$ cat src/common/eth_client_pkg.sv
package eth_client_pkg;

    // ----------------------------------------
    // MAC client side
    // ----------------------------------------

    // One client byte per clock
    localparam int DATA_W = 8;

    // Stages in the FIFO reset chain
    // Release comes one edge after the last stage clears
    localparam int RESET_DELAY = 6;

endpackage

$ cat src/common/eth_ll_pkg.sv
package eth_ll_pkg;

    // ----------------------------------------
    // Frame FIFO geometry
    // ----------------------------------------

    // Address width of both client FIFOs
    localparam int FIFO_AW = 8;

    // Entries per FIFO, one byte plus end flag each
    localparam int FIFO_DEPTH = 1 << FIFO_AW;

    // ----------------------------------------
    // Local-link side
    // ----------------------------------------

    // Coarse fill status, committed bytes over 16
    localparam int STATUS_W = 4;

endpackage
$ cat src/fifo/eth_tx_client_fifo.sv
`timescale 1ns/1ps

module eth_tx_client_fifo
(
    input  logic                              rx_clk_0_i,
    input  logic                              fifo_reset_i,
    input  logic [eth_client_pkg::DATA_W-1:0] tx_ll_data_i,
    input  logic                              tx_ll_sof_n_i,
    input  logic                              tx_ll_eof_n_i,
    input  logic                              tx_ll_src_rdy_n_i,
    input  logic                              tx_ack_i,
    output logic                              tx_ll_dst_rdy_n_o,
    output logic [eth_client_pkg::DATA_W-1:0] tx_data_o,
    output logic                              tx_data_valid_o
);

    // Client side FSM
    typedef enum logic [1:0]
    {
        ST_IDLE,
        ST_WAIT_ACK,
        ST_STREAM
    } tx_state_t;

    tx_state_t                         state;
    logic [eth_ll_pkg::FIFO_AW:0]      wr_ptr;
    logic [eth_ll_pkg::FIFO_AW:0]      rd_ptr;
    logic [eth_ll_pkg::FIFO_AW:0]      rd_ptr_nxt;
    logic [eth_ll_pkg::FIFO_AW:0]      used_nxt;
    // Complete frames waiting, up to one per entry
    logic [eth_ll_pkg::FIFO_AW:0]      frames;
    logic                              in_frame;
    logic                              rdy_q;
    logic                              wr_fire;
    logic                              wr_eof;
    logic                              advance;
    logic                              frame_done;
    logic [eth_client_pkg::DATA_W-1:0] ram_rd_data;
    logic                              ram_rd_last;

    // ----------------------------------------
    // Local-link write side
    // ----------------------------------------

    // Bytes outside a sof..eof bracket are not stored
    assign wr_fire = ~tx_ll_src_rdy_n_i & rdy_q & (~tx_ll_sof_n_i | in_frame);
    assign wr_eof = wr_fire & ~tx_ll_eof_n_i;

    // ----------------------------------------
    // Client read side
    // ----------------------------------------

    // First byte moves on at ack, the rest one per clock
    assign advance = (state == ST_STREAM) | ((state == ST_WAIT_ACK) & tx_ack_i);
    assign frame_done = advance & ram_rd_last;
    // RAM reads ahead so its output is the byte at rd_ptr
    assign rd_ptr_nxt = rd_ptr + advance;
    assign used_nxt = (wr_ptr + wr_fire) - rd_ptr_nxt;

    always_ff @(posedge rx_clk_0_i or posedge fifo_reset_i)
    begin
        if (fifo_reset_i)
        begin
            wr_ptr   <= '0;
            rd_ptr   <= '0;
            frames   <= '0;
            in_frame <= 1'b0;
            rdy_q    <= 1'b0;
            state    <= ST_IDLE;
        end
        else
        begin
            rd_ptr <= rd_ptr_nxt;
            // Ready drops with the last free entry
            rdy_q <= ~used_nxt[eth_ll_pkg::FIFO_AW];
            if (wr_fire)
            begin
                wr_ptr   <= wr_ptr + 1'b1;
                in_frame <= tx_ll_eof_n_i;
            end
            if (wr_eof & ~frame_done)
            begin
                frames <= frames + 1'b1;
            end
            else if (frame_done & ~wr_eof)
            begin
                frames <= frames - 1'b1;
            end
            case (state)
                ST_IDLE:
                begin
                    // Only whole frames leave, so no underrun
                    if (frames != '0)
                    begin
                        state <= ST_WAIT_ACK;
                    end
                end
                ST_WAIT_ACK:
                begin
                    if (tx_ack_i)
                    begin
                        state <= ram_rd_last ? ST_IDLE : ST_STREAM;
                    end
                end
                ST_STREAM:
                begin
                    if (ram_rd_last)
                    begin
                        state <= ST_IDLE;
                    end
                end
                default:
                begin
                    state <= ST_IDLE;
                end
            endcase
        end
    end

    eth_frame_ram tx_ram0
    (
        .rx_clk_0_i (rx_clk_0_i),
        .wr_en_i    (wr_fire),
        .wr_addr_i  (wr_ptr[eth_ll_pkg::FIFO_AW-1:0]),
        .wr_data_i  (tx_ll_data_i),
        .wr_last_i  (~tx_ll_eof_n_i),
        .rd_addr_i  (rd_ptr_nxt[eth_ll_pkg::FIFO_AW-1:0]),
        .rd_data_o  (ram_rd_data),
        .rd_last_o  (ram_rd_last)
    );

    assign tx_ll_dst_rdy_n_o = ~rdy_q;
    assign tx_data_o         = ram_rd_data;
    assign tx_data_valid_o   = (state != ST_IDLE);

endmodule

$ cat src/fifo/eth_frame_ram.sv
`timescale 1ns/1ps

module eth_frame_ram
(
    input  logic                              rx_clk_0_i,
    input  logic                              wr_en_i,
    input  logic [eth_ll_pkg::FIFO_AW-1:0]    wr_addr_i,
    input  logic [eth_client_pkg::DATA_W-1:0] wr_data_i,
    input  logic                              wr_last_i,
    input  logic [eth_ll_pkg::FIFO_AW-1:0]    rd_addr_i,
    output logic [eth_client_pkg::DATA_W-1:0] rd_data_o,
    output logic                              rd_last_o
);

    // End-of-frame flag sits above the byte
    logic [eth_client_pkg::DATA_W:0] mem [eth_ll_pkg::FIFO_DEPTH];
    logic [eth_client_pkg::DATA_W:0] rd_q;

    // One write port, one registered read port
    // A read of the address being written returns the old entry
    always_ff @(posedge rx_clk_0_i)
    begin
        if (wr_en_i)
        begin
            mem[wr_addr_i] <= {wr_last_i, wr_data_i};
        end
        rd_q <= mem[rd_addr_i];
    end

    assign rd_data_o = rd_q[eth_client_pkg::DATA_W-1:0];
    assign rd_last_o = rd_q[eth_client_pkg::DATA_W];

endmodule

$ cat config.mk
export PLATFORM = sky130hd
export DESIGN_NAME = eth_tx_client_fifo
export DESIGN_NICKNAME = d
export VERILOG_FILES = /design/src/common/eth_client_pkg.sv /design/src/common/eth_ll_pkg.sv /design/src/fifo/eth_tx_client_fifo.sv /design/src/fifo/eth_frame_ram.sv
export SDC_FILE = /design/constraint.sdc
export NUM_CORES = 2
export LEC_CHECK = 0
export CAP_MARGIN = 20
export CORE_MARGIN = 2
export CORE_UTILIZATION = 55
export CTS_CLUSTER_SIZE = 28
export DETAILED_ROUTE_END_ITERATION = 8
export DONT_BUFFER_PORTS = 1
export PLACE_DENSITY = 0.8
export SKIP_CTS_REPAIR_TIMING = 1
export SYNTH_ARGS = -nofsm -noshare
export SYNTH_HDL_FRONTEND = slang
export SYNTH_SLANG_ARGS = --single-unit
$ cat constraint.sdc
create_clock -name rx_clk_0_i -period 4.76 [get_ports rx_clk_0_i]
set_input_delay 1.428 -clock rx_clk_0_i [delete_from_list [all_inputs] [get_ports rx_clk_0_i]]
set_output_delay 1.428 -clock rx_clk_0_i [all_outputs]
set_load 0.01 [all_outputs]
; After elaboration in Yosys (flattened, before gate mapping)
; Memories as Yosys holds them, arrays and structs flattened. A register that Yosys moved wholly into a read port is not among the register bits.
; Cells that the tools add are included.
[word_totals]
register_bits = 31
mem_bits_rw = 2304
in_bits = 14
memories = 1
[classes]
add_sub_neg = 6
n_eq_ne = 5
muxes = 9
bitwise = 16
reduce_logical = 5
[memory_table]
columns = name, words, word_bits, read_ports, rd_clocked_by_memory_dff, write_ports, line_no
row1 = tx_ram0.mem, 256, 9, 1, 1, 1, eth_frame_ram.sv:16  ; logic [eth_client_pkg::DATA_W:0] mem [eth_ll_pkg::FIFO_DEPTH];
[ops]
columns = cell, count
row1 = 9-bit by 1-bit adder with 9-bit output, 2
row2 = "9-bit by 1-bit adder with 9-bit output, second input constant", 2
row3 = 9-bit 2-to-1 mux, 2
row4 = 9-bit nonzero test, 1
row5 = "9-bit by 1-bit subtractor with 9-bit output, second input constant", 1
row6 = 9-bit subtractor, 1
row7 = 2-bit 2-to-1 mux, 4
row8 = 1-bit bitwise AND, 7
row9 = 1-bit inverter, 7
row10 = 2-bit case mux with 3 select lines, 1
row11 = "2-bit inequality test, second input constant", 2
row12 = 2-bit nonzero test, 2
row13 = 3-bit AND reduction, 1
row14 = "2-bit by 1-bit equality test with 1-bit output, second input constant", 1
row15 = "2-bit equality test, second input constant", 1
row16 = 2-bit zero test, 1
row17 = 1-bit 2-to-1 mux, 2
row18 = "2-bit by 1-bit inequality test with 1-bit output, second input constant", 1
row19 = 1-bit bitwise OR, 2

; Logic depth before layout (Yosys ltp)
[logic_depth]
ltp_word = 8
depth_mapped = 19
depth_no_buf = 15

; Cells and area by module
; From an unflattened synthesis, not the netlist that was laid out.
[unflattened]
hier_cells = 4431
hier_area_um2 = 91238.8
[modules_own_cells]
columns = module, n_inst, cells_per_inst, area_each_um2
row1 = eth_frame_ram, 1, 4237, 89278.1
row2 = eth_tx_client_fifo, 1, 194, 1960.6

; Worst setup path before layout
; OpenSTA, ideal clock, no wires.
[synth_timing]
path_kind = input-to-reg
startpoint = input tx_ll_eof_n_i
endpoint = memory tx_ram0.mem[0][8] (netlist name), data pin
setup_time_ns = 0.772
arrival_ns = 4.178
t_required_ns = 3.988
path_slack_ns = -0.190
stages = 1
path_cell_list = inv_1
[synth_via]
elab_chain_len = 1
[synth_rtl]
columns = item, line_no
row1 = start: declaration, eth_tx_client_fifo.sv:9  ; input logic tx_ll_eof_n_i,
row2 = 1-bit inverter, eth_tx_client_fifo.sv:126  ; .wr_last_i (~tx_ll_eof_n_i),
row3 = end: declaration, eth_frame_ram.sv:16
; No other way between the ends.

; Worst setup path after layout
[layout_timing]
startpoint = input tx_ack_i
endpoint = register tx_ram0.rd_q[2] (netlist name), read port of tx_ram0.mem
[layout_via]
elab_chain_len = 3
[layout_rtl]
columns = item, line_no
row1 = start: declaration, eth_tx_client_fifo.sv:11  ; input logic tx_ack_i,
row2 = 1-bit bitwise AND, eth_tx_client_fifo.sv:54  ; assign advance = (state == ST_STREAM) | ((state == ST_WAIT_ACK) & tx_ack_i);
row3 = 1-bit bitwise OR, eth_tx_client_fifo.sv:54
row4 = 9-bit by 1-bit adder with 9-bit output, eth_tx_client_fifo.sv:57  ; assign rd_ptr_nxt = rd_ptr + advance;
row5 = end: declaration, eth_frame_ram.sv:17  ; logic [eth_client_pkg::DATA_W:0] rd_q;
; No other way between the ends.
; A chain may end at the register's enable or synchronous reset.

==> impl_results.md <==
- Layout Skew: 0.06184 ns
- Max-slew headroom: 24.30%
- Power Dens Cells: 674.6 nW/um^2
- Post-synth EDFFs: 2,304
- Row count: 149
- Yosys cell types: 78
- Seq/Total Area, Yosys: 76.55%
- Final instance area: 104,600 um^2
- Fin. max-slew vios: 0
- Drt wl/cell: 31.23 um
- Maxcap violations: 0
- Clk slew on worst S/H paths: 0.06 ns
- Crit Reg-Reg Endpoint: tx_ram0.rd_q[2]
- Vias: 53,280
- Initial DRC count: 9,521
- Via count of the first global-routing pass: 52,302
- Leak Pwr: 34.07 nW
- Gr usage total: 29.14%
- Initial core utilization: 55.48%
- Cell area after synthesis: 91,630 um^2
- Dpl hpwl: 148.9 mm
- First-pass GRT wire length: 356.4 mm
- Origin of the critical flop-to-flop path: state[0]
- Core area: 165,200 um^2
- Initial antenna violation count: 8
- Most common cell after layout, fill and taps aside: edfxtp_1
- Setup crit end kind: register
- Final worst-path cycle share: 91.31%
- HP Start: in_frame
- RSZ-0062 raised after global routing: false
- CTS buffer count: 220
- Detailed Route WL: 248.8 mm
- Hold WS: 0.4906 ns
- GRT overflow: 0
- R2R depth: 14
- FF+latch count, synth: 2,344
- Synthesized instance count: 5,185
- Critical path type: input port to register
- Post-route ant nets: 0
- Commonest non-fill, non-tap cells in the layout: edfxtp_1 (2,304), nand2_1 (764), buf_4 (419), mux4_2 (369), nor2_1 (308)
- DR pass1 iterations: 6
- Top cell type's share of synthesized area: 75.50%
- Slew @ Worst Pin: 1.131 ns
- Fill count: 10,585
- Nets: 5,627
- Io pins: 24
- Die ar.: 169,900 um^2
- Min-Delay Endpoint: in_frame
- Multi-input logic area: 20,010 um^2
- Crit-path max FO: 54
- Placed instance area: 97,520 um^2
- H-tree depth: 4
- Area Growth Syn to Fin: 14.19%
- Root buf cell: clkbuf_16
- Register-to-register setup slack: 0.54 ns
- Placer congestion estimate: 0.9395
- Clk buf depth: 3
- Syn_nets: 5,228
- Reg area: 70,140 um^2
- Leading area contributor after synthesis: edfxtp_1
- Critical Path Source Type: input port
- Required @ worst endpoint: 5.57 ns
- Synth top area cells: edfxtp_1 (76%), mux4_2 (9.1%), nand2_1 (3.1%), mux2i_1 (1.7%), nand3_1 (1.3%)
- DRC: 0
- Number of I/O port buffers: 0
- Largest net degree at the start of global routing: 257
- # setup viols final: 0
- Worst-Skew Late Latency: 0.87 ns
- Fraction of registers with async set/reset: 1.323%
- Final min period: 4.346 ns
- Ratio of cells with drive above 1 in the final layout: 20.88%
- Fmax: 230.1 MHz
- Post-synthesis area per instance: 17.67 um^2
- Clock sink count: 2,344
- Final hold violation count: 0
- Vias per std cell: 6.688
- Die width: 412.2 um
- Yosys warns: 0
- WHS Path Cells: 2
- TritonCTS clock tree: built
- Arrival @ worst endpoint: 5.15 ns
- Die H: 412.2 um
- Top_reg_cell synth: edfxtp_1
- Worst VDD drop: 1149 uV
- Status: completed
- Worst hold path class: register to register
-- per-stage QoR --
| step | power (mW) | util, % | cells | setup slack (ns) | setup TNS (ns) |
|---|---|---|---|---|---|
| final | 70.59 | 63.35 | 7966 | 0.4136 | 0 |
| after floorplan | 40.43 | - | 5185 | 0.05099 | 0 |
| after CTS | 69.97 | 63.34 | 7959 | 0.6250 | 0 |
| after global placement | 52.05 | 59.03 | 7549 | -0.5467 | -1.485 |
| after detailed placement | 52.66 | 59.04 | 7551 | -0.2458 | -0.9948 |
| after global routing | 72.28 | 63.34 | 7959 | 0.3514 | 0 |
-- registers in the layout, indices dropped and copies added, names as in the netlist --
signal and flops:
rd_ptr 9, in_frame 1, rdy_q 1, state 2, tx_ram0.rd_q 9, wr_ptr 9
tx_ram0.mem 2304, frames 9
-- layout make-up --
cell class                 count  area share [%]
timing repair buffer         488           4.302
clock buffer                 284           5.656
antenna                        7         0.01674
sequential                  2344           67.04
inverter                      25          0.1208
clock inverter               124           1.124
tap                         2189           2.618
multi-input combinational   2505           19.13
-- where the power goes --
group          switching [mW]  internal [mW]  total [mW]
Clock                    7.63           9.66        17.3
Sequential              0.323           22.9        23.2
Combinational            17.8           12.3        30.1
Total                    25.7           44.8        70.6
-- synth_stat cells, drive strengths merged (20+ instances only) --
cell / instances
edfxtp: 2304
o211ai: 23
xnor2: 20
dfrtp: 31
nand3: 240
inv: 21
nand2: 766
clkbuf: 147
buf: 164
a31oi: 49
ha: 28
o22ai: 37
nand4: 73
nor3: 23
nor2: 311
a22oi: 38
o21ai: 67
mux2i: 157
mux4: 369
a21oi: 75
a32oi: 73
-- logic make-up (layout without fill, tap and decap cells) --
logic type	count (synthesis)	after routing	share of synthesized area, %
AOI/OAI and AO/OA	463	463	3.539
xor gates and xnor gates	26	26	0.2936
adders and majority gates	29	29	0.4042
buffers and inverters	336	921	1.704
DFF	2344	2344	76.55
muxes	529	529	10.82
other	0	7	0
and+or+nand+nor	1458	1458	6.689
-- routing by layer --
layer / part of all wire [%] / vias up / global-route usage (%)
met5: 0.071 / - / 0.5653
met4: 6.3 / 10 / 16.06
met3: 14 / 899 / 8.510
met2: 46 / 4425 / 44.86
met1: 33 / 26609 / 37.53
li1: - / 21337 / -
-- worst max-delay path by stage --
stage,end,startpoint
2_1_floorplan,rdy_q,tx_ack_i
4_1_cts,tx_ram0.rd_q[2],tx_ack_i
5_1_grt,tx_ram0.rd_q[2],tx_ack_i
3_5_place_dp,tx_ram0.rd_q[2],tx_ack_i
3_3_place_gp,tx_ram0.rd_q[6],tx_ack_i
6_report,tx_ram0.rd_q[2],tx_ack_i
-- worst max-delay path, stage by stage --
cell and delay, ns:
nand2_1 0.05, mux2i_1 0.07, buf_4 0.18, ha_1 0.26, xnor2_4 0.37, buf_4 0.38, buf_12 0.29, nand2_1 0.11
a32oi_1 0.29, a311oi_1 0.23, a31oi_1 0.41, nand4_1 0.30, o221ai_1 0.54, o21a_1 0.20
Power figures use the tool's default switching activity.
