## config.mk

```make
export PLATFORM = sky130hd
export DESIGN_NAME = eth_rx_client_fifo
export DESIGN_NICKNAME = d
export VERILOG_FILES = /design/src/common/eth_client_pkg.sv /design/src/common/eth_ll_pkg.sv /design/src/fifo/eth_rx_client_fifo.sv /design/src/fifo/eth_frame_ram.sv
export SDC_FILE = /design/constraint.sdc
export NUM_CORES = 2
export LEC_CHECK = 0
export ABC_CLOCK_PERIOD_IN_PS = 15000
export BUFFER_PORTS_ARGS = -buffer_cell sky130_fd_sc_hd__buf_2
export CAP_MARGIN = 20
export CORE_MARGIN = 2
export CORE_UTILIZATION = 61
export DETAILED_ROUTE_END_ITERATION = 8
export GPL_ROUTABILITY_DRIVEN = 0
export PLACE_DENSITY = 0.76
export SLEW_MARGIN = 15
export SYNTH_ARGS = -nofsm -noshare
export SYNTH_HDL_FRONTEND = slang
export SYNTH_SLANG_ARGS = --single-unit
```

## constraint.sdc

```tcl
create_clock -name rx_clk_0_i -period 15 [get_ports rx_clk_0_i]
set_clock_uncertainty 0.05 [all_clocks]
set_input_delay 1.5 -clock rx_clk_0_i [delete_from_list [all_inputs] [get_ports rx_clk_0_i]]
set_output_delay 1.5 -clock rx_clk_0_i [all_outputs]
set_load 0.01 [all_outputs]
```

## src/common/eth_client_pkg.sv

```systemverilog
package eth_client_pkg;

    // ----------------------------------------
    // MAC client side
    // ----------------------------------------

    // One client byte per clock
    localparam int DATA_W = 8;

    // Stages in the FIFO reset chain
    // Release comes one edge after the last stage clears
    localparam int RESET_DELAY = 6;

endpackage

```

## src/common/eth_ll_pkg.sv

```systemverilog
package eth_ll_pkg;

    // ----------------------------------------
    // Frame FIFO geometry
    // ----------------------------------------

    // Address width of both client FIFOs
    localparam int FIFO_AW = 8;

    // Entries per FIFO, one byte plus end flag each
    localparam int FIFO_DEPTH = 1 << FIFO_AW;

    // ----------------------------------------
    // Local-link side
    // ----------------------------------------

    // Coarse fill status, committed bytes over 16
    localparam int STATUS_W = 4;

endpackage
```

## src/fifo/eth_rx_client_fifo.sv

```systemverilog
`timescale 1ns/1ps

module eth_rx_client_fifo
(
    input  logic                              rx_clk_0_i,
    input  logic                              fifo_reset_i,
    input  logic [eth_client_pkg::DATA_W-1:0] rx_data_i,
    input  logic                              rx_data_valid_i,
    input  logic                              rx_good_frame_i,
    input  logic                              rx_bad_frame_i,
    input  logic                              rx_ll_dst_rdy_n_i,
    output logic [eth_client_pkg::DATA_W-1:0] rx_ll_data_o,
    output logic                              rx_ll_sof_n_o,
    output logic                              rx_ll_eof_n_o,
    output logic                              rx_ll_src_rdy_n_o,
    output logic [eth_ll_pkg::STATUS_W-1:0]   rx_ll_fifo_status_o,
    output logic                              rx_overflow_o
);

    // Pointers carry an extra wrap bit, full versus empty
    logic [eth_ll_pkg::FIFO_AW:0]      wr_ptr;
    logic [eth_ll_pkg::FIFO_AW:0]      cmt_ptr;
    logic [eth_ll_pkg::FIFO_AW:0]      rd_ptr;
    logic [eth_ll_pkg::FIFO_AW:0]      rd_ptr_nxt;
    logic [eth_ll_pkg::FIFO_AW:0]      used;
    logic [eth_ll_pkg::FIFO_AW:0]      occ;
    logic                              marker;
    logic                              drop_q;
    logic                              drop_now;
    logic                              wr_fire;
    logic                              commit;
    logic [eth_client_pkg::DATA_W-1:0] last_data;
    logic                              ram_wr_en;
    logic [eth_ll_pkg::FIFO_AW-1:0]    ram_wr_addr;
    logic [eth_client_pkg::DATA_W-1:0] ram_wr_data;
    logic [eth_client_pkg::DATA_W-1:0] ram_rd_data;
    logic                              ram_rd_last;
    logic                              ram_vld;
    logic                              pop;
    logic                              sof_pend;
    logic                              out_vld;
    logic                              out_sof;
    logic                              out_last;
    logic [eth_client_pkg::DATA_W-1:0] out_data;

    // ----------------------------------------
    // Write side, speculative until the marker
    // ----------------------------------------

    assign marker = rx_good_frame_i | rx_bad_frame_i;
    // Space is measured against the read pointer, uncommitted bytes included
    assign used = wr_ptr - rd_ptr;
    // Once a byte finds no room the rest of the frame is thrown away
    assign drop_now = drop_q | (rx_data_valid_i & used[eth_ll_pkg::FIFO_AW]);
    assign wr_fire = rx_data_valid_i & ~drop_now;
    assign commit = rx_good_frame_i & ~drop_now;

    // Marker with a byte: that byte is the last one
    // Marker alone: rewrite the previous byte with its end flag set
    assign ram_wr_en = wr_fire | commit;
    assign ram_wr_addr = wr_fire ? wr_ptr[eth_ll_pkg::FIFO_AW-1:0]
                                 : wr_ptr[eth_ll_pkg::FIFO_AW-1:0] - 1'b1;
    assign ram_wr_data = wr_fire ? rx_data_i : last_data;

    always_ff @(posedge rx_clk_0_i or posedge fifo_reset_i)
    begin
        if (fifo_reset_i)
        begin
            wr_ptr        <= '0;
            cmt_ptr       <= '0;
            drop_q        <= 1'b0;
            rx_overflow_o <= 1'b0;
        end
        else
        begin
            // One pulse per dropped frame, good or bad
            rx_overflow_o <= marker & drop_now;
            if (commit)
            begin
                wr_ptr  <= wr_ptr + wr_fire;
                cmt_ptr <= wr_ptr + wr_fire;
            end
            else if (marker)
            begin
                // Bad or overflowed frame, rewind
                wr_ptr <= cmt_ptr;
            end
            else if (wr_fire)
            begin
                wr_ptr <= wr_ptr + 1'b1;
            end
            drop_q <= drop_now & ~marker;
        end
    end

    // Copy of the newest byte for the end-flag rewrite
    always_ff @(posedge rx_clk_0_i)
    begin
        if (wr_fire)
        begin
            last_data <= rx_data_i;
        end
    end

    eth_frame_ram rx_ram0
    (
        .rx_clk_0_i (rx_clk_0_i),
        .wr_en_i    (ram_wr_en),
        .wr_addr_i  (ram_wr_addr),
        .wr_data_i  (ram_wr_data),
        .wr_last_i  (rx_good_frame_i),
        .rd_addr_i  (rd_ptr_nxt[eth_ll_pkg::FIFO_AW-1:0]),
        .rd_data_o  (ram_rd_data),
        .rd_last_o  (ram_rd_last)
    );

    // ----------------------------------------
    // Read side, committed bytes only
    // ----------------------------------------

    // RAM output holds the entry at rd_ptr whenever ram_vld is set
    assign pop = ram_vld & (~out_vld | ~rx_ll_dst_rdy_n_i);
    assign rd_ptr_nxt = rd_ptr + pop;
    // Committed bytes not yet taken, the output register included
    assign occ = cmt_ptr - rd_ptr + out_vld;

    always_ff @(posedge rx_clk_0_i or posedge fifo_reset_i)
    begin
        if (fifo_reset_i)
        begin
            rd_ptr              <= '0;
            ram_vld             <= 1'b0;
            out_vld             <= 1'b0;
            sof_pend            <= 1'b1;
            rx_ll_fifo_status_o <= '0;
        end
        else
        begin
            rd_ptr <= rd_ptr_nxt;
            // Pre-edge commit pointer, so a fresh commit waits one read
            ram_vld <= (rd_ptr_nxt != cmt_ptr);
            if (pop)
            begin
                out_vld  <= 1'b1;
                // Next byte opens a frame after an end flag
                sof_pend <= ram_rd_last;
            end
            else if (~rx_ll_dst_rdy_n_i)
            begin
                out_vld <= 1'b0;
            end
            // Occupancy over 16, saturated
            if (occ[eth_ll_pkg::FIFO_AW:4] >= (1 << eth_ll_pkg::STATUS_W))
            begin
                rx_ll_fifo_status_o <= '1;
            end
            else
            begin
                rx_ll_fifo_status_o <= occ[eth_ll_pkg::STATUS_W+3:4];
            end
        end
    end

    // Output byte and markers, held while stalled
    always_ff @(posedge rx_clk_0_i)
    begin
        if (pop)
        begin
            out_data <= ram_rd_data;
            out_last <= ram_rd_last;
            out_sof  <= sof_pend;
        end
    end

    assign rx_ll_data_o      = out_data;
    assign rx_ll_src_rdy_n_o = ~out_vld;
    assign rx_ll_sof_n_o     = ~(out_vld & out_sof);
    assign rx_ll_eof_n_o     = ~(out_vld & out_last);

endmodule

```

## src/fifo/eth_frame_ram.sv

```systemverilog
`timescale 1ns/1ps

module eth_frame_ram
(
    input  logic                              rx_clk_0_i,
    input  logic                              wr_en_i,
    input  logic [eth_ll_pkg::FIFO_AW-1:0]    wr_addr_i,
    input  logic [eth_client_pkg::DATA_W-1:0] wr_data_i,
    input  logic                              wr_last_i,
    input  logic [eth_ll_pkg::FIFO_AW-1:0]    rd_addr_i,
    output logic [eth_client_pkg::DATA_W-1:0] rd_data_o,
    output logic                              rd_last_o
);

    // End-of-frame flag sits above the byte
    logic [eth_client_pkg::DATA_W:0] mem [eth_ll_pkg::FIFO_DEPTH];
    logic [eth_client_pkg::DATA_W:0] rd_q;

    // One write port, one registered read port
    // A read of the address being written returns the old entry
    always_ff @(posedge rx_clk_0_i)
    begin
        if (wr_en_i)
        begin
            mem[wr_addr_i] <= {wr_last_i, wr_data_i};
        end
        rd_q <= mem[rd_addr_i];
    end

    assign rd_data_o = rd_q[eth_client_pkg::DATA_W-1:0];
    assign rd_last_o = rd_q[eth_client_pkg::DATA_W];

endmodule

```

# Yosys cells after proc, flatten, opt, wreduce, memory -nomap -nowiden
# Memories as Yosys holds them, arrays and structs flattened. A register that Yosys moved wholly into a read port is not among the register bits.
# Cells that the tools add are included.
# word_totals
ramBits	2304
memories	1
output_inout_bits	16
word_cells	53
regBits	54
in_bits	14
# memory_table
name	words	word_bits	rd	rd_ports_with_merged_regs	write_ports	line	source
rx_ram0.mem	256	9	1	1	1	eth_frame_ram.sv:16	logic [eth_client_pkg::DATA_W:0] mem [eth_ll_pkg::FIFO_DEPTH];
# op_classes
mux	10
n_reduce_logical	1
n_eq_ne	2
add_sub_neg	7
magnitude_cmp	1
bitwise	18
# ops
operator	n
$add 9x1->9	3
$mux 9	3
$sub 9x9->9	2
$mux 8	2
$add 9x1->9 const B	1
$ne 9x9->1	1
$and 1x1->1	8
$sub 8x1->8 const B	1
$not 1->1	6
$ge 5x5->1 const B	1
$mux 1	4
$mux 4	1
$or 1x1->1	4
$reduce_bool 3->1	1
$ne 2x1->1 const B	1

# Longest topological paths before layout
# logic_depth
word_depth	8
depth_mapped	18
mapped_depth_nobuf	15

# By module
# From an unflattened synthesis, not the netlist that was laid out.
# hier_totals
cells_unflattened	4576
area_unflattened_um2	92565.0
# modules_own_cells
module	n_inst	cells_each	seq_area_each_um2	area_per_inst_um2
eth_frame_ram	1	4237	69366.5	89278.1
eth_rx_client_fifo	1	339	1362.6	3286.9

# Worst setup path before layout
# OpenSTA, ideal clock, no wires.
# synth_path
kind	input to register
startpoint	input port rx_data_valid_i
endpoint	memory rx_ram0.mem[0][0] in the netlist's numbering (data pin)
path_stages	7
arrival_time_ps	5661
required_time_ps	14123
path_buffers	3
setup_ps	827
slack_ps	8462
cell_sequence	clkbuf_1 nor2b_1 o21a_2 buf_4 buf_2 nand2_1 nand2_1
# synth_via
elab_chain_cells	5
# synth_rtl
element	line	source
start: declaration	eth_rx_client_fifo.sv:8	input logic rx_data_valid_i,
$and 1x1->1	eth_rx_client_fifo.sv:54	assign drop_now = drop_q | (rx_data_valid_i & used[eth_ll_pkg::FIFO_AW]);
$or 1x1->1	eth_rx_client_fifo.sv:54	
$not 1->1	eth_rx_client_fifo.sv:55	assign wr_fire = rx_data_valid_i & ~drop_now;
$and 1x1->1 *	eth_rx_client_fifo.sv:55	
$mux 8 *	n/a	
net ram_wr_data (one bit)	eth_rx_client_fifo.sv:35	logic [eth_client_pkg::DATA_W-1:0] ram_wr_data;
end: declaration	eth_frame_ram.sv:16	
# Mark *: on every way through the listed nets, which the timed path passes. The rest lies on a longest branch.

# Final worst setup path
# layout_path
startpoint	input port rx_ll_dst_rdy_n_i
endpoint	register rx_ram0.rd_q[3] in the netlist's numbering, read port of rx_ram0.mem
# layout_via
elab_chain_cells	4
# layout_rtl
element	line	source
start: declaration	eth_rx_client_fifo.sv:11	input logic rx_ll_dst_rdy_n_i,
$not 1->1	n/a	
$or 1x1->1	eth_rx_client_fifo.sv:122	assign pop = ram_vld & (~out_vld | ~rx_ll_dst_rdy_n_i);
$and 1x1->1	eth_rx_client_fifo.sv:122	
net pop	eth_rx_client_fifo.sv:39	logic pop;
$add 9x1->9	eth_rx_client_fifo.sv:123	assign rd_ptr_nxt = rd_ptr + pop;
net rd_ptr_nxt (one bit)	eth_rx_client_fifo.sv:24	logic [eth_ll_pkg::FIFO_AW:0] rd_ptr_nxt;
end: declaration	eth_frame_ram.sv:17	logic [eth_client_pkg::DATA_W:0] rd_q;
# The timed path passes the listed nets, and every way through them passes these cells.
# A chain may end at the register's enable or synchronous reset.

==> flow_summary.ini <==
[route]
drt-total-wl_um = 221000
wl_per_cell_um = 34.8
ant_nets = 0
via_per_inst = 6.96
drc_errors = 0
dr.pass1.iters = 5
drt-initial-drc-count = 6555
via_count = 44300

[critical_path]
r2r_start = ram_vld
setup.worst_path.class = input port to flop
crit_path_start_kind = input port
worstPathRequired_ns = 15.62
cpMostUsedCell = buf_4
regToRegSetupSlack_ns = 8.75
worstSetupEndpointType = flop
crit_path_start = rx_ll_dst_rdy_n_i
slowest_stage = buf_4
worstPathArrival_ns = 7.13
crit_path_max_incr_delay_ns = 0.76
crit_fanout = 39
worstPathCellList = buf_2 -> a21boi_1 -> buf_4 -> ha_4 -> buf_4 -> buf_4 -> buf_4 -> mux4_2 -> mux4_2 -> a22o_1 -> a221oi_1 -> o22a_1 -> o221ai_1

[pwr]
netSwitchingFraction = 0.349
p_sw_w = 0.00837
intPower_w = 0.0156
seq_power_share = 0.396
power_w = 0.0240
power_density_nw_per_um2 = 235
peakVddDrop_mv = 0.262
p_leak_nw = 31.6
p_clk_frac = 0.222
pwr-share-comb = 0.382

[synth]
synth-seq-area-share = 0.767
ys_ff_latch = 2367
avgSynthCellArea_sq_um = 23.0
synthCells = 4013
synth.distinct_cells = 58
synth_ff_type = edfxtp_1
yosysWarnings = 0
postSynth.asyncResetShare = 0.0152
syn-num-nets = 4054
synth_edf_count = 2314
syn_area_sq_um = 92200

[clock_tree]
h-tree-depth = 4
clkTransAtPathRegs_ns = 0.06
cts.sinks = 2367
cts_hold_buf = 0
cts_tree = done
cts_resized = 0
cts_root_buf = clkbuf_16
cts_setup_buffers = 0
insertion_delay_ns = 0.85
cts_made_buffers = 217
cts_buffer_depth = 3

[finish]
layout-drive-gt1-share = 0.286
syn_to_final_growth_pct = 10.6
nets = 4206
final_cell_mix = 2314 x edfxtp_1, 720 x mux4_2, 281 x nor2_1, 222 x clkbuf_16, 103 x buf_4
stdcell_area_sq_um = 102000
final_common_cell = edfxtp_1

[placed_design]
preCtsSetupSlack_ns = 7.51
port_buffers = 29
hpwlAfterDp_um = 125000
dpl_cell_area_sq_um = 95000

[hold_path]
hold_class = flop to flop
worstHoldStart = sof_pend

[grt]
antenna_found_initial = 3
grt_pass1_wl_um = 318000
grt-ovfl-total = 0
grt_util_all_layers = 0.292
grt_max_degree = 145
grt_pass1_vias = 44000

[sta]
final.min_clock_period_ns = 6.50
fmax_mhz = 154
rsz0062_at_grt = no
fin_tns_setup_ns = 0
post-route-worst-setup-slack_ns = 8.50
finalCritPeriodShare = 0.434
setup_violations = 0
finalHoldViolCount = 0
final_max_slew_viol_count = 0
worst_slew_pin_slew_ns = 1.20
max_slew_margin = 0.199

[die]
die_area_sq_um = 154000
start_util = 0.615
ios = 30
core_area_sq_um = 150000
placementRows = 142
die_h_um = 393
die_x_um = 393

[run_status]
status = finished, final reports clean

[job]
cap_violations = 0
-- Yosys cell counts, types with 6 or more instances --
master    instances  area share
nor3_1           10     0.00054
a31oi_1           6     0.00041
o22a_1           10     0.00095
o31ai_2          13      0.0018
o21ai_2           8     0.00076
edfxtp_1       2314        0.75
nor2_1          291       0.012
mux4_2          720        0.18
a221oi_1         36      0.0034
o22ai_1          17      0.0012
buf_6            14      0.0017
a21oi_1          26      0.0014
o221ai_1         10     0.00095
clkbuf_1         83      0.0034
xnor2_1          28      0.0027
xor2_1            6     0.00057
inv_1            21     0.00085
nand2b_1         11     0.00075
buf_1            22     0.00090
nand3_1           9     0.00049
o21ai_0          11     0.00060
mux2_2            6     0.00073
dfxtp_1          17      0.0037
a22o_1           36      0.0034
ha_1             27      0.0037
dfrtp_1          35      0.0095
nand2_1          56      0.0023
buf_4            19      0.0015
buf_2            86      0.0047
-- stage by stage --
step	cells	hold slack [ns]	util
after detailed placement	5938	0.455	0.633
after global placement	5918	0.467	0.632
after global routing	6360	0.498	0.680
after floorplan	4013	0.336	-
final	6362	0.493	0.680
after CTS	6336	0.490	0.679
-- worst max-delay path: cells and delay by family --
family / cells / cell delay (ns)
multiplexers: 2 / 1.07
adder cells (fa/ha/maj): 1 / 0.67
AO/OA/AOI/OAI: 5 / 1.28
buffers and inverters: 5 / 2.49
-- logic make-up after synthesis --
group                      synth area share
DFF                                   0.767
muxes                                 0.177
and+or+nand+nor                      0.0191
buffers and inverters                0.0131
AOI/OAI and AO/OA                    0.0169
xor gates and xnor gates            0.00340
adders and majority gates           0.00366
-- layout make-up --
class,count,area (sq um)
antenna,2,5.00
clock buffer,281,5880
clock inverter,117,916
fill,8789,47900
inverter,22,82.6
multi-input combinational,1400,20600
sequential,2367,70700
tap,2016,2520
timing repair buffer,157,1270
-- registers in the layout, summed over array words and instances, names as in the netlist --
name / cells
sof_pend: 1
rx_ram0.mem: 2304
ram_vld: 1
last_data: 8
rx_ll_fifo_status_o: 4
drop_q: 1
out_vld: 1
out_sof: 1
rd_ptr: 9
cmt_ptr: 9
rx_ll_data_o: 8
rx_ram0.rd_q: 9
wr_ptr: 9
out_last: 1
rx_overflow_o: 1
-- final timing paths --
kind	end	cells after the start
hold reg to reg	out_sof	0
min in group asynchronous	rx_ll_fifo_status_o[0]	3
setup / recovery	rx_ram0.rd_q[3]	13
setup reg to reg	rx_ram0.rd_q[3]	12
max in group asynchronous	rd_ptr[0]	3
hold / removal	out_sof	0
-- routing by layer --
layer,vias to the layer above,share of wire,GRT usage
met5,-,0.00013,0
li1,17400,-,-
met4,4,0.041,0.118
met1,23400,0.37,0.410
met2,3010,0.48,0.453
met3,442,0.11,0.0691
-- power by group through the flow --
stage               registers (W)  logic (W)  clock network (W)
floorplan                  0.0101    0.00577                  0
global placement          0.00962    0.00872                  0
detailed placement        0.00963    0.00898                  0
CTS                       0.00950    0.00907            0.00535
global route              0.00950    0.00956            0.00559
finish                    0.00950    0.00914            0.00532
(Power assumes the default switching activity.)
