## config.mk

```make
export PLATFORM = sky130hd
export DESIGN_NAME = eth_client_reset_sync
export DESIGN_NICKNAME = d
export VERILOG_FILES = /design/src/common/eth_client_pkg.sv /design/src/logic/eth_client_reset_sync.sv
export SDC_FILE = /design/constraint.sdc
export NUM_CORES = 1
export LEC_CHECK = 0
export ABC_AREA = 1
export BUFFER_PORTS_ARGS = -buffer_cell sky130_fd_sc_hd__buf_2
export CAP_MARGIN = 40
export CORE_AREA = 2 2 39 41
export CTS_CLUSTER_DIAMETER = 40
export DETAILED_ROUTE_END_ITERATION = 8
export DIE_AREA = 0 0 41 43
export GPL_TIMING_DRIVEN = 1
export SLEW_MARGIN = 40
export SYNTH_ARGS = -nofsm -noshare
export SYNTH_HDL_FRONTEND = slang
export SYNTH_SLANG_ARGS = --single-unit
export TNS_END_PERCENT = 20
```

## constraint.sdc

```tcl
create_clock -name rx_clk_0_i -period 0.9 [get_ports rx_clk_0_i]
set_input_delay 0.09 -clock rx_clk_0_i [delete_from_list [all_inputs] [get_ports rx_clk_0_i]]
set_output_delay 0.09 -clock rx_clk_0_i [all_outputs]
set_load 0.02 [all_outputs]
```

## src/common/eth_client_pkg.sv

```systemverilog
package eth_client_pkg;

    // ----------------------------------------
    // MAC client side
    // ----------------------------------------

    // One client byte per clock
    localparam int DATA_W = 8;

    // Stages in the FIFO reset chain
    // Release comes one edge after the last stage clears
    localparam int RESET_DELAY = 6;

endpackage

```

## src/logic/eth_client_reset_sync.sv

```systemverilog
`timescale 1ns/1ps

module eth_client_reset_sync
(
    input  logic rx_clk_0_i,
    input  logic reset_i,
    input  logic resetdone_i,
    output logic fifo_reset_o
);

    // Shift chain, all ones after reset
    logic [eth_client_pkg::RESET_DELAY-1:0] pre_reset;

    // Zeros enter only while the transceiver reports done
    // The output follows the last stage one edge later
    always_ff @(posedge rx_clk_0_i or posedge reset_i)
    begin
        if (reset_i)
        begin
            pre_reset    <= '1;
            fifo_reset_o <= 1'b1;
        end
        else if (resetdone_i)
        begin
            pre_reset    <= {pre_reset[eth_client_pkg::RESET_DELAY-2:0], 1'b0};
            fifo_reset_o <= pre_reset[eth_client_pkg::RESET_DELAY-1];
        end
    end

endmodule

```

Word level (Yosys, flattened, before mapping)

Index checks and enable logic that the tools add are counted.

Register bits after elaboration: 7
Bits of input ports: 3
Logic and storage cells: 2

Longest topological paths before layout

Gate-level depths: netlist of the first run.

Word-level depth: 0
Gate-level depth with buffers: 4

Worst setup path after synthesis of the first run

OpenSTA, ideal clock, no wires.

Path kind: reg-to-reg
Start point: register, netlist name fifo_reset_o
End point: register fifo_reset_o
Library setup time: 60 ps
Arrival time: 674 ps
Setup slack: 166 ps
Cell stages (with the launch flop): 3
Path buffers: 0
Cell sequence: dfstp_2 > nand2_1 > nand2_1

RTL lines:

| element              | RTL line                    | text |
|---|---|---|
| end signal, assigned | eth_client_reset_sync.sv:26 | `fifo_reset_o <= pre_reset[eth_client_pkg::RESET_DELAY-1];` |
| end, declared        | eth_client_reset_sync.sv:8  | `output logic fifo_reset_o` |

Final worst setup path of the first run

Start point: register fifo_reset_o
End point: output fifo_reset_o

No word-level cell between the ends.

==> reports/results.txt, run 1 <==
count of nets after finishing - 41
share of layout cells above drive strength 1 - 0.378
Post-synth EDFFs - 0
placement-stage cell area - 302 um^2
endpoints failing setup - 1
Horiz. Die Dim - 41 um
initial antenna violation count - 0
number of cell rows - 14
CP Class - reg2out
buffer depth of the longest clock path - 2
Critical Path Stages - 1
Port Buffers - 3
clock transition time at the flip-flop clock pins of the worst setup and hold paths - 0.05 ns
count of unresolved DRC violations after routing - 0
unrepaired setup endpoints after global routing - true
GPL Wtd Cong - 0.676
final worst clock skew - 0.00636 ns
leakage power of the design - 0.167 nW
final setup margin - -0.0903 ns
max-slew headroom at the worst pin - 0.830
worst setup path endpoint - fifo_reset_o
worst path cell trace - buf_6
CP max stage cell - sky130_fd_sc_hd__dfstp_2
Final Max Slew Viols - 0
Bufs and invs on worst path - 1
portion of the clock cycle consumed by the worst path in the final layout - 1.10
reg-to-reg endpoint - pre_reset[0]$_DFFE_PP1P_
Synth Area per Inst - 9.05 um^2
Sequential Power Share - 0.508
count of yosys warnings during synthesis - 0
number of violations of the max-capacitance limit - 0
Crit. Startpoint - fifo_reset_o$_DFFE_PP1P_
Synth Flop Type - sky130_fd_sc_hd__dfstp_2
largest incremental delay on the critical path - 0.54 ns
worst IR drop on VDD - 0.827 mV
GRT Overall Usage - 0.0848
CTS tree - yes
area growth from synthesis to layout - 26.7%
largest net degree at the start of global routing - 9
Clock Root Buffer - sky130_fd_sc_hd__clkbuf_4
die area - 1760 um^2
register bit count reported by yosys - 7
top-count cell post-synth - sky130_fd_sc_hd__nand2_1
Inserted Clock Buffers - 3
mapped cell area - 272 um^2
placeable core area - 1380 um^2
Crit. End Element - output port
mean routed wirelength per cell - 8.85 um
result of the run - complete, but fails checks
top cells by instance count after synthesis - sky130_fd_sc_hd__nand2_1, sky130_fd_sc_hd__dfstp_2, sky130_fd_sc_hd__inv_1
data arrival time of the worst path - 0.90 ns
cell count after placement - 48
final number of hold-violating endpoints - 0
number of fill cells - 148
power spent charging and discharging nets - 0.130 mW
remaining global-route overflow - 0
vias in the first global route - 202
synthesized net count - 33
first-pass GRT wire length - 834 um
routed wire length - 469 um
worst skew pair latency - 0.25 ns
leading cell types by total area after synthesis - sky130_fd_sc_hd__dfstp_2, sky130_fd_sc_hd__nand2_1, sky130_fd_sc_hd__inv_1
final standard cell area without fillers - 344 um^2
FF-to-FF path depth - 2
origin of the critical flop-to-flop path - pre_reset[0]$_DFFE_PP1P_
DR pass1 iterations - 3
power density relative to cell area - 1810 nW/um^2
internal power - 0.493 mW
Via Count - 187
sequential area share after synthesis - 0.677
final critical-path required period - 0.990 ns
setup tns final - -0.0903 ns
part of the power in the clock network - 0.457
number of diodes - 0
min-delay worst type - in2reg
achievable frequency - 1010 MHz
Top-Level Pins - 4
share of total power consumed by net switching - 0.209
crit-path leading delay family - flip-flops
number of instances in the synthesized netlist - 30
non-filler instance count after layout - 53
vias per cell - 3.53
combinational share of power - 0.035
proportion of netlist area held by the largest area contributor - 0.677
Total Power - 0.623 mW
area of combinational cells with multiple inputs - 71.3 um^2
register-to-register setup slack - 0.16 ns
cell type with the largest total area after synthesis - sky130_fd_sc_hd__dfstp_2
violated checks - setup timing
Synth async-reset ratio - 1.00
Detailed Route Iter0 Violations - 12
number of routed nets with antenna violations - 0
die extent in y - 43 um
register area - 184 um^2
Sink Count - 7
Max FO, Critical Path - 2
critical path startpoint category - flip-flop
Least-Margin Pin Slew - 0.254 ns
Data required, critical path - 0.81 ns
starting density of the core - 0.196
deepest level of the CTS H-tree - 1
number of distinct library cells after synthesis - 6
-- kinds of logic after synthesis --
group,share of synthesized area
DFF,0.677
buffers and inverters,0.0599
and+or+nand+nor,0.263
-- area by class of cell --
type	instances	share of cell area
clock buffers	4	0.0764
inverters	3	0.0327
multi-input cells	19	0.207
flip-flops and latches	7	0.535
well taps	16	0.0582
repair buffers	4	0.0909
-- power groups by stage --
stage / logic (mW) / clock network, mW / registers, mW
after floorplan: 0.0137 / 0 / 0.321
after global placement: 0.0198 / 0 / 0.321
after detailed placement: 0.0199 / 0 / 0.321
after CTS: 0.0232 / 0.309 / 0.316
after global routing: 0.0262 / 0.320 / 0.316
final: 0.0221 / 0.285 / 0.317
-- worst min-delay path by stage --
stage                            from                  endpoint  cells past startpoint
final                     resetdone_i  pre_reset[0]$_DFFE_PP1P_                      2
after global routing      resetdone_i  pre_reset[0]$_DFFE_PP1P_                      2
after detailed placement      reset_i  pre_reset[5]$_DFFE_PP1P_                      2
after CTS                 resetdone_i  pre_reset[0]$_DFFE_PP1P_                      2
after floorplan               reset_i  fifo_reset_o$_DFFE_PP1P_                      1
after global placement        reset_i  pre_reset[5]$_DFFE_PP1P_                      2
-- per-layer routing --
layer	part of all wire	up-vias	track usage
li1	-	100	-
met1	0.42	81	0.0656
met2	0.48	4	0.116
met3	0.064	2	0.0785
met4	0.026	0	0.0800
met5	0	-	0
-- placed cells by master (no fill, tap or decap) --
cell / n
sky130_fd_sc_hd__buf_6: 1
sky130_fd_sc_hd__buf_2: 2
sky130_fd_sc_hd__nand2_1: 18
sky130_fd_sc_hd__clkbuf_4: 3
sky130_fd_sc_hd__clkbuf_1: 1
sky130_fd_sc_hd__nor2_1: 1
sky130_fd_sc_hd__inv_1: 2
sky130_fd_sc_hd__dlygate4sd3_1: 1
sky130_fd_sc_hd__inv_2: 1
sky130_fd_sc_hd__dfstp_2: 7
-- flip-flops by register name, summed over array words and instances, names as in the netlist --
register	flops
fifo_reset_o	1
pre_reset	6
-- metrics by stage --
step	hold WS [ns]	setup slack, ns	utilization
finish	0.0789	-0.0903	0.249
global route	0.0958	-0.123	0.249
CTS	0.0787	-0.113	0.249
detailed placement	0.284	0.144	0.218
global placement	0.270	0.158	0.218
floorplan	0.111	0.166	-
-- what timing repair did --
| action | 4_1_cts | 5_1_grt |
|---|---|---|
| endpoints found under the setup margin | 1 | 1 |
| pin swaps | 0 | 0 |
| endpoints found under the hold margin | 1 | 0 |
| buffers inserted | 0 | 0 |
| gates resized for setup | 2 | 0 |
| hold buffers | 1 | 0 |
(Power assumes the default switching activity.)
==> run 2: changes to the inputs <==
==> constraint.sdc (replaced) <==
create_clock -name rx_clk_0_i -period 1.2 [get_ports rx_clk_0_i]
set_input_delay 0.12 -clock rx_clk_0_i [delete_from_list [all_inputs] [get_ports rx_clk_0_i]]
set_output_delay 0.12 -clock rx_clk_0_i [all_outputs]
set_load 0.02 [all_outputs]
==> run 2 against run 1 <==
- the run now ends clean
- clock-buffer cell count unchanged
- clock skew stayed put
- worst hold slack worse by 0.062 ns
- core utilization decreased by 1.2 points
- critical path depth is the same
- power fell by 25%
- die area unchanged
- clock power decreased by 25%
- via count shrank 1.1%
- final cell count is 1.9% lower
- critical path type unchanged
- critical endpoint unchanged
==> reports/results.txt, run 2 (synthesis gave the netlist of run 1 again) <==
power density relative to cell area - 1420 nW/um^2
count of nets after finishing - 40
deepest level of the CTS H-tree - 1
area of combinational cells with multiple inputs - 71.3 um^2
Inserted Clock Buffers - 3
non-filler instance count after layout - 52
vias in the first global route - 202
CTS tree - yes
leakage power of the design - 0.162 nW
die area - 1760 um^2
register-to-register setup slack - 0.46 ns
worst skew pair latency - 0.25 ns
Detailed Route Iter0 Violations - 12
CP Class - reg2out
Bufs and invs on worst path - 1
biggest regs - pre_reset: 6 flops, fifo_reset_o: 1 flops
highest layer used for signal routing - met4
worst-case hold slack - 0.0173 ns
Horiz. Die Dim - 41 um
result of the run - complete, no violations
Final Max Slew Viols - 0
post_cts resized - 0
CP max stage cell - sky130_fd_sc_hd__dfstp_2
final number of hold-violating endpoints - 0
number of diodes - 0
worst path cell trace - buf_2
metal2 WL - 227 um
crit-path leading delay family - flip-flops
number of fill cells - 150
remaining global-route overflow - 0
area growth from synthesis to layout - 20.7%
largest incremental delay on the critical path - 0.52 ns
max reg flops - 6
sum of routed wire segments on met1 - 191 um
buffer depth of the longest clock path - 2
die extent in y - 43 um
first-pass GRT wire length - 834 um
Crit. Startpoint - fifo_reset_o$_DFFE_PP1P_
count of unresolved DRC violations after routing - 0
Data required, critical path - 1.08 ns
endpoints failing setup - 0
FF-to-FF path depth - 2
share of layout cells above drive strength 1 - 0.389
achievable frequency - 952 MHz
Critical Path Stages - 1
reg-to-reg endpoint - pre_reset[0]$_DFFE_PP1P_
GRT Overall Usage - 0.0848
largest net degree at the start of global routing - 9
leading cell type in the layout, fill and taps excluded - sky130_fd_sc_hd__nand2_1
number of violations of the max-capacitance limit - 0
Largest Register - pre_reset
cell count after placement - 48
Clock Root Buffer - sky130_fd_sc_hd__clkbuf_4
register area - 184 um^2
Crit. End Element - output port
Max FO, Critical Path - 2
initial antenna violation count - 0
starting density of the core - 0.196
unrepaired setup endpoints after global routing - false
routed wire length - 464 um
DR pass1 iterations - 3
Sink Count - 7
origin of the critical flop-to-flop path - pre_reset[0]$_DFFE_PP1P_
final critical-path required period - 1.05 ns
max-slew headroom at the worst pin - 0.830
number of cell rows - 14
final worst clock skew - 0.00636 ns
data arrival time of the worst path - 0.93 ns
setup tns final - 0 ns
Port Buffers - 3
placeable core area - 1380 um^2
Least-Margin Pin Slew - 0.254 ns
GPL Wtd Cong - 0.676
Top-Level Pins - 4
wire length on met3 - 32 um
number of routed nets with antenna violations - 0
portion of the clock cycle consumed by the worst path in the final layout - 0.875
worst IR drop on VDD - 0.620 mV
post-layout utilization of the core - 0.237
min-delay worst type - in2async
Via Count - 185
post-CTS setup buffer count - 0
mean routed wirelength per cell - 8.92 um
vias per cell - 3.56
# hold bufs at CTS - 0
highest-count cells in the layout ignoring fill and taps - sky130_fd_sc_hd__nand2_1, sky130_fd_sc_hd__dfstp_2, sky130_fd_sc_hd__clkbuf_4, sky130_fd_sc_hd__buf_2, sky130_fd_sc_hd__inv_1
critical path startpoint category - flip-flop
clock transition time at the flip-flop clock pins of the worst setup and hold paths - 0.05 ns
[run 2: changes by cell type in the layout (fill, tap and decap cells not counted)]
cell                            delta
sky130_fd_sc_hd__buf_2             +1
sky130_fd_sc_hd__dlygate4sd3_1     -1
sky130_fd_sc_hd__buf_6             -1
[run 2: how the worst max path moves through the flow]
stage                     slack, ns                       end
after floorplan                0.47  fifo_reset_o$_DFFE_PP1P_
after global routing           0.11              fifo_reset_o
after detailed placement       0.42              fifo_reset_o
after CTS                      0.13              fifo_reset_o
final                          0.15              fifo_reset_o
after global placement         0.43              fifo_reset_o
[run 2: area by class of cell]
class / instances / share of cell area
repair buffers: 3 / 0.0458
clock buffers: 4 / 0.0802
inverters: 3 / 0.0344
multi-input cells: 19 / 0.218
well taps: 16 / 0.0611
flip-flops and latches: 7 / 0.561
[run 2: power by group]
part           switching [mW]  internal [mW]
clock                  0.0866          0.127
combinational          0.0108        0.00335
sequential     0.000000000909          0.238
[run 2: per-stage QoR]
step	setup WS (ns)	power, mW	cell area [um^2]
after floorplan	0.466	0.251	272
after global placement	0.428	0.256	302
after detailed placement	0.416	0.256	302
after CTS	0.126	0.484	328
after global routing	0.112	0.495	328
final	0.149	0.465	328
[run 2: per-layer routing]
metal,track usage,vias up
met2,0.116,4
met1,0.0656,81
li1,-,98
met3,0.0785,2
met5,0,-
met4,0.0800,0
==> run 3: changes to the inputs <==
--- a/config.mk
+++ b/config.mk
@@ -5,7 +5,7 @@
 export SDC_FILE = /design/constraint.sdc
 export NUM_CORES = 1
 export LEC_CHECK = 0
-export ABC_AREA = 1
+export ABC_AREA = 0
 export BUFFER_PORTS_ARGS = -buffer_cell sky130_fd_sc_hd__buf_2
 export CAP_MARGIN = 40
 export CORE_AREA = 2 2 39 41
==> run 3 against run 2 <==
- area after synthesis rose by 9.7%
- synthesized cell count decreased by 47%
- sequential share of layout area fell by 3.2 points
- sequential cell count unchanged
- highest routed layer is now met3
- final cell count is 27% lower
- largest cell class unchanged
- global-route usage down 1.7 points
- critical path depth stayed put
==> reports/results.txt, run 3 <==
data arrival time of the worst path - 0.93 ns
proportion of netlist area held by the largest area contributor - 0.618
die area - 1760 um^2
routed wire length - 395 um
cell count after placement - 34
placeable core area - 1380 um^2
origin of the critical flop-to-flop path - pre_reset[3]$_DFFE_PP1P_
critical path startpoint category - flip-flop
number of violations of the max-capacitance limit - 0
final critical-path required period - 1.05 ns
power density relative to cell area - 1340 nW/um^2
max reg flops - 6
# hold bufs at CTS - 0
part of the power in the clock network - 0.453
portion of the clock cycle consumed by the worst path in the final layout - 0.872
Detailed Route Iter0 Violations - 2
Max FO, Critical Path - 2
combinational share of power - 0.035
DR pass1 iterations - 4
leakage power of the design - 0.159 nW
min-delay worst type - in2async
final number of hold-violating endpoints - 0
largest incremental delay on the critical path - 0.53 ns
number of instances in the synthesized netlist - 16
Synth Area per Inst - 18.6 um^2
top-count cell post-synth - sky130_fd_sc_hd__dfstp_2
worst IR drop on VDD - 0.374 mV
final setup margin - 0.153 ns
endpoints failing setup - 0
GRT Overall Usage - 0.0679
global routing's busiest layer - met4
starting density of the core - 0.215
first-pass GRT wire length - 710 um
initial antenna violation count - 0
clock transition time at the flip-flop clock pins of the worst setup and hold paths - 0.05 ns
Bufs and invs on worst path - 1
CP max stage cell - sky130_fd_sc_hd__dfstp_2
buffer depth of the longest clock path - 2
Horiz. Die Dim - 41 um
share of layout cells above drive strength 1 - 0.909
post-layout utilization of the core - 0.251
Crit. End Element - output port
number of cell rows - 14
Top-Level Pins - 4
Post-synth EDFFs - 0
vias in the first global route - 167
internal power - 0.370 mW
number of diodes - 0
Port Buffers - 3
Largest Register - pre_reset
count of nets after finishing - 26
count of yosys warnings during synthesis - 0
CP Class - reg2out
die extent in y - 43 um
Synth async-reset ratio - 1.00
met1 capacity usage during global routing - 0.0795
Synth Flop Type - sky130_fd_sc_hd__dfstp_2
GPL Wtd Cong - 0.589
vias per cell - 3.68
grt met2 use - 0.0781
Clock Root Buffer - sky130_fd_sc_hd__clkbuf_4
pre-CTS WS - 0.417 ns
DP Wirelength - 277 um
met3 Resource Use GR - 0.0314
worst-case hold slack - 0.0298 ns
Inserted Clock Buffers - 3
number of distinct library cells after synthesis - 5
CTS tree - yes
number of fill cells - 148
number of routed nets with antenna violations - 0
max-slew headroom at the worst pin - 0.828
Final Max Slew Viols - 0
Via Count - 140
mean routed wirelength per cell - 10.4 um
worst path cell trace - buf_2
Crit. Startpoint - fifo_reset_o$_DFFE_PP1P_
result of the run - complete, no violations
register bit count reported by yosys - 7
unrepaired setup endpoints after global routing - false
leading cell types by total area after synthesis - sky130_fd_sc_hd__dfstp_2, sky130_fd_sc_hd__mux2_4, sky130_fd_sc_hd__buf_6
highest-count cells in the layout ignoring fill and taps - sky130_fd_sc_hd__dfstp_2, sky130_fd_sc_hd__mux2_4, sky130_fd_sc_hd__clkbuf_4, sky130_fd_sc_hd__buf_2
sequential area share after synthesis - 0.618
share of total power consumed by net switching - 0.203
post_cts resized - 0
remaining global-route overflow - 0
final worst clock skew - 0.00425 ns
Data required, critical path - 1.08 ns
cell type with the largest total area after synthesis - sky130_fd_sc_hd__dfstp_2
deepest level of the CTS H-tree - 1
crit-path leading delay family - flip-flops
setup tns final - 0 ns
leading cell type in the layout, fill and taps excluded - sky130_fd_sc_hd__dfstp_2
Sequential Power Share - 0.511
count of unresolved DRC violations after routing - 0
Sink Count - 7
worst skew pair latency - 0.25 ns
mapped cell area - 298 um^2
synthesized net count - 19
largest net degree at the start of global routing - 8
biggest regs - pre_reset: 6 flops, fifo_reset_o: 1 flops
post-CTS setup buffer count - 0
Least-Margin Pin Slew - 0.258 ns
non-filler instance count after layout - 38
area growth from synthesis to layout - 16.8%
power spent charging and discharging nets - 0.0942 mW
top cells by instance count after synthesis - sky130_fd_sc_hd__dfstp_2, sky130_fd_sc_hd__mux2_4, sky130_fd_sc_hd__and2b_2, sky130_fd_sc_hd__buf_6, sky130_fd_sc_hd__inv_1
achievable frequency - 955 MHz
==> run 3: cell count changes after synthesis <==
| cell | change |
|---|---|
| sky130_fd_sc_hd__buf_2 | -1 |
| sky130_fd_sc_hd__nand2_1 | -18 |
| sky130_fd_sc_hd__inv_2 | -1 |
| sky130_fd_sc_hd__mux2_4 | +6 |
| sky130_fd_sc_hd__and2b_2 | +1 |
| sky130_fd_sc_hd__nor2_1 | -1 |
| sky130_fd_sc_hd__buf_6 | +1 |
| sky130_fd_sc_hd__inv_1 | -1 |
==> run 3: layer usage <==
metal	wire, um	up-vias	part of all wire
li1	-	63	-
met2	179	4	0.45
met1	190	73	0.48
met5	0	-	0
met4	0	0	0
met3	25	0	0.063
==> run 3: worst paths after layout <==
check | to | slack, ns | cells after the start
min in group rx_clk_0_i | fifo_reset_o$_DFFE_PP1P_ | 0.28 | 2
worst min-delay path | fifo_reset_o$_DFFE_PP1P_ | 0.03 | 2
worst max register to register | pre_reset[4]$_DFFE_PP1P_ | 0.48 | 1
worst min register to register | pre_reset[0]$_DFFE_PP1P_ | 0.55 | 1
worst max-delay path | fifo_reset_o | 0.15 | 1
max in group asynchronous | pre_reset[0]$_DFFE_PP1P_ | 1.14 | 2
==> run 3: final cells by class <==
| cell class | instances | area (um^2) | share of cell area |
|---|---|---|---|
| clock buffers | 4 | 26.3 | 0.0755 |
| inverters | 1 | 3.75 | 0.0108 |
| multi-input cells | 7 | 98.8 | 0.284 |
| flip-flops and latches | 7 | 184 | 0.529 |
| well taps | 16 | 20.0 | 0.0576 |
| repair buffers | 3 | 15.0 | 0.0432 |
==> run 3: cells by family after synthesis <==
kind of cell | count (synthesis) | share of synthesized area
buf+inv | 2 | 0.0504
flops | 7 | 0.618
mux | 6 | 0.303
simple gates | 1 | 0.0294
==> run 3: per-stage QoR <==
stage          total power, mW  instance area (um^2)
6_report                 0.465                   348
5_1_grt                  0.496                   348
4_1_cts                  0.478                   348
3_5_place_dp             0.257                   322
3_3_place_gp             0.256                   322
2_1_floorplan            0.256                   298
==> run 3: power groups by stage <==
stage | sequential [mW] | combinational [mW] | clock [mW]
2_1_floorplan | 0.241 | 0.0150 | 0
3_3_place_gp | 0.241 | 0.0153 | 0
3_5_place_dp | 0.241 | 0.0168 | 0
4_1_cts | 0.237 | 0.0167 | 0.224
5_1_grt | 0.237 | 0.0181 | 0.241
6_report | 0.238 | 0.0165 | 0.211
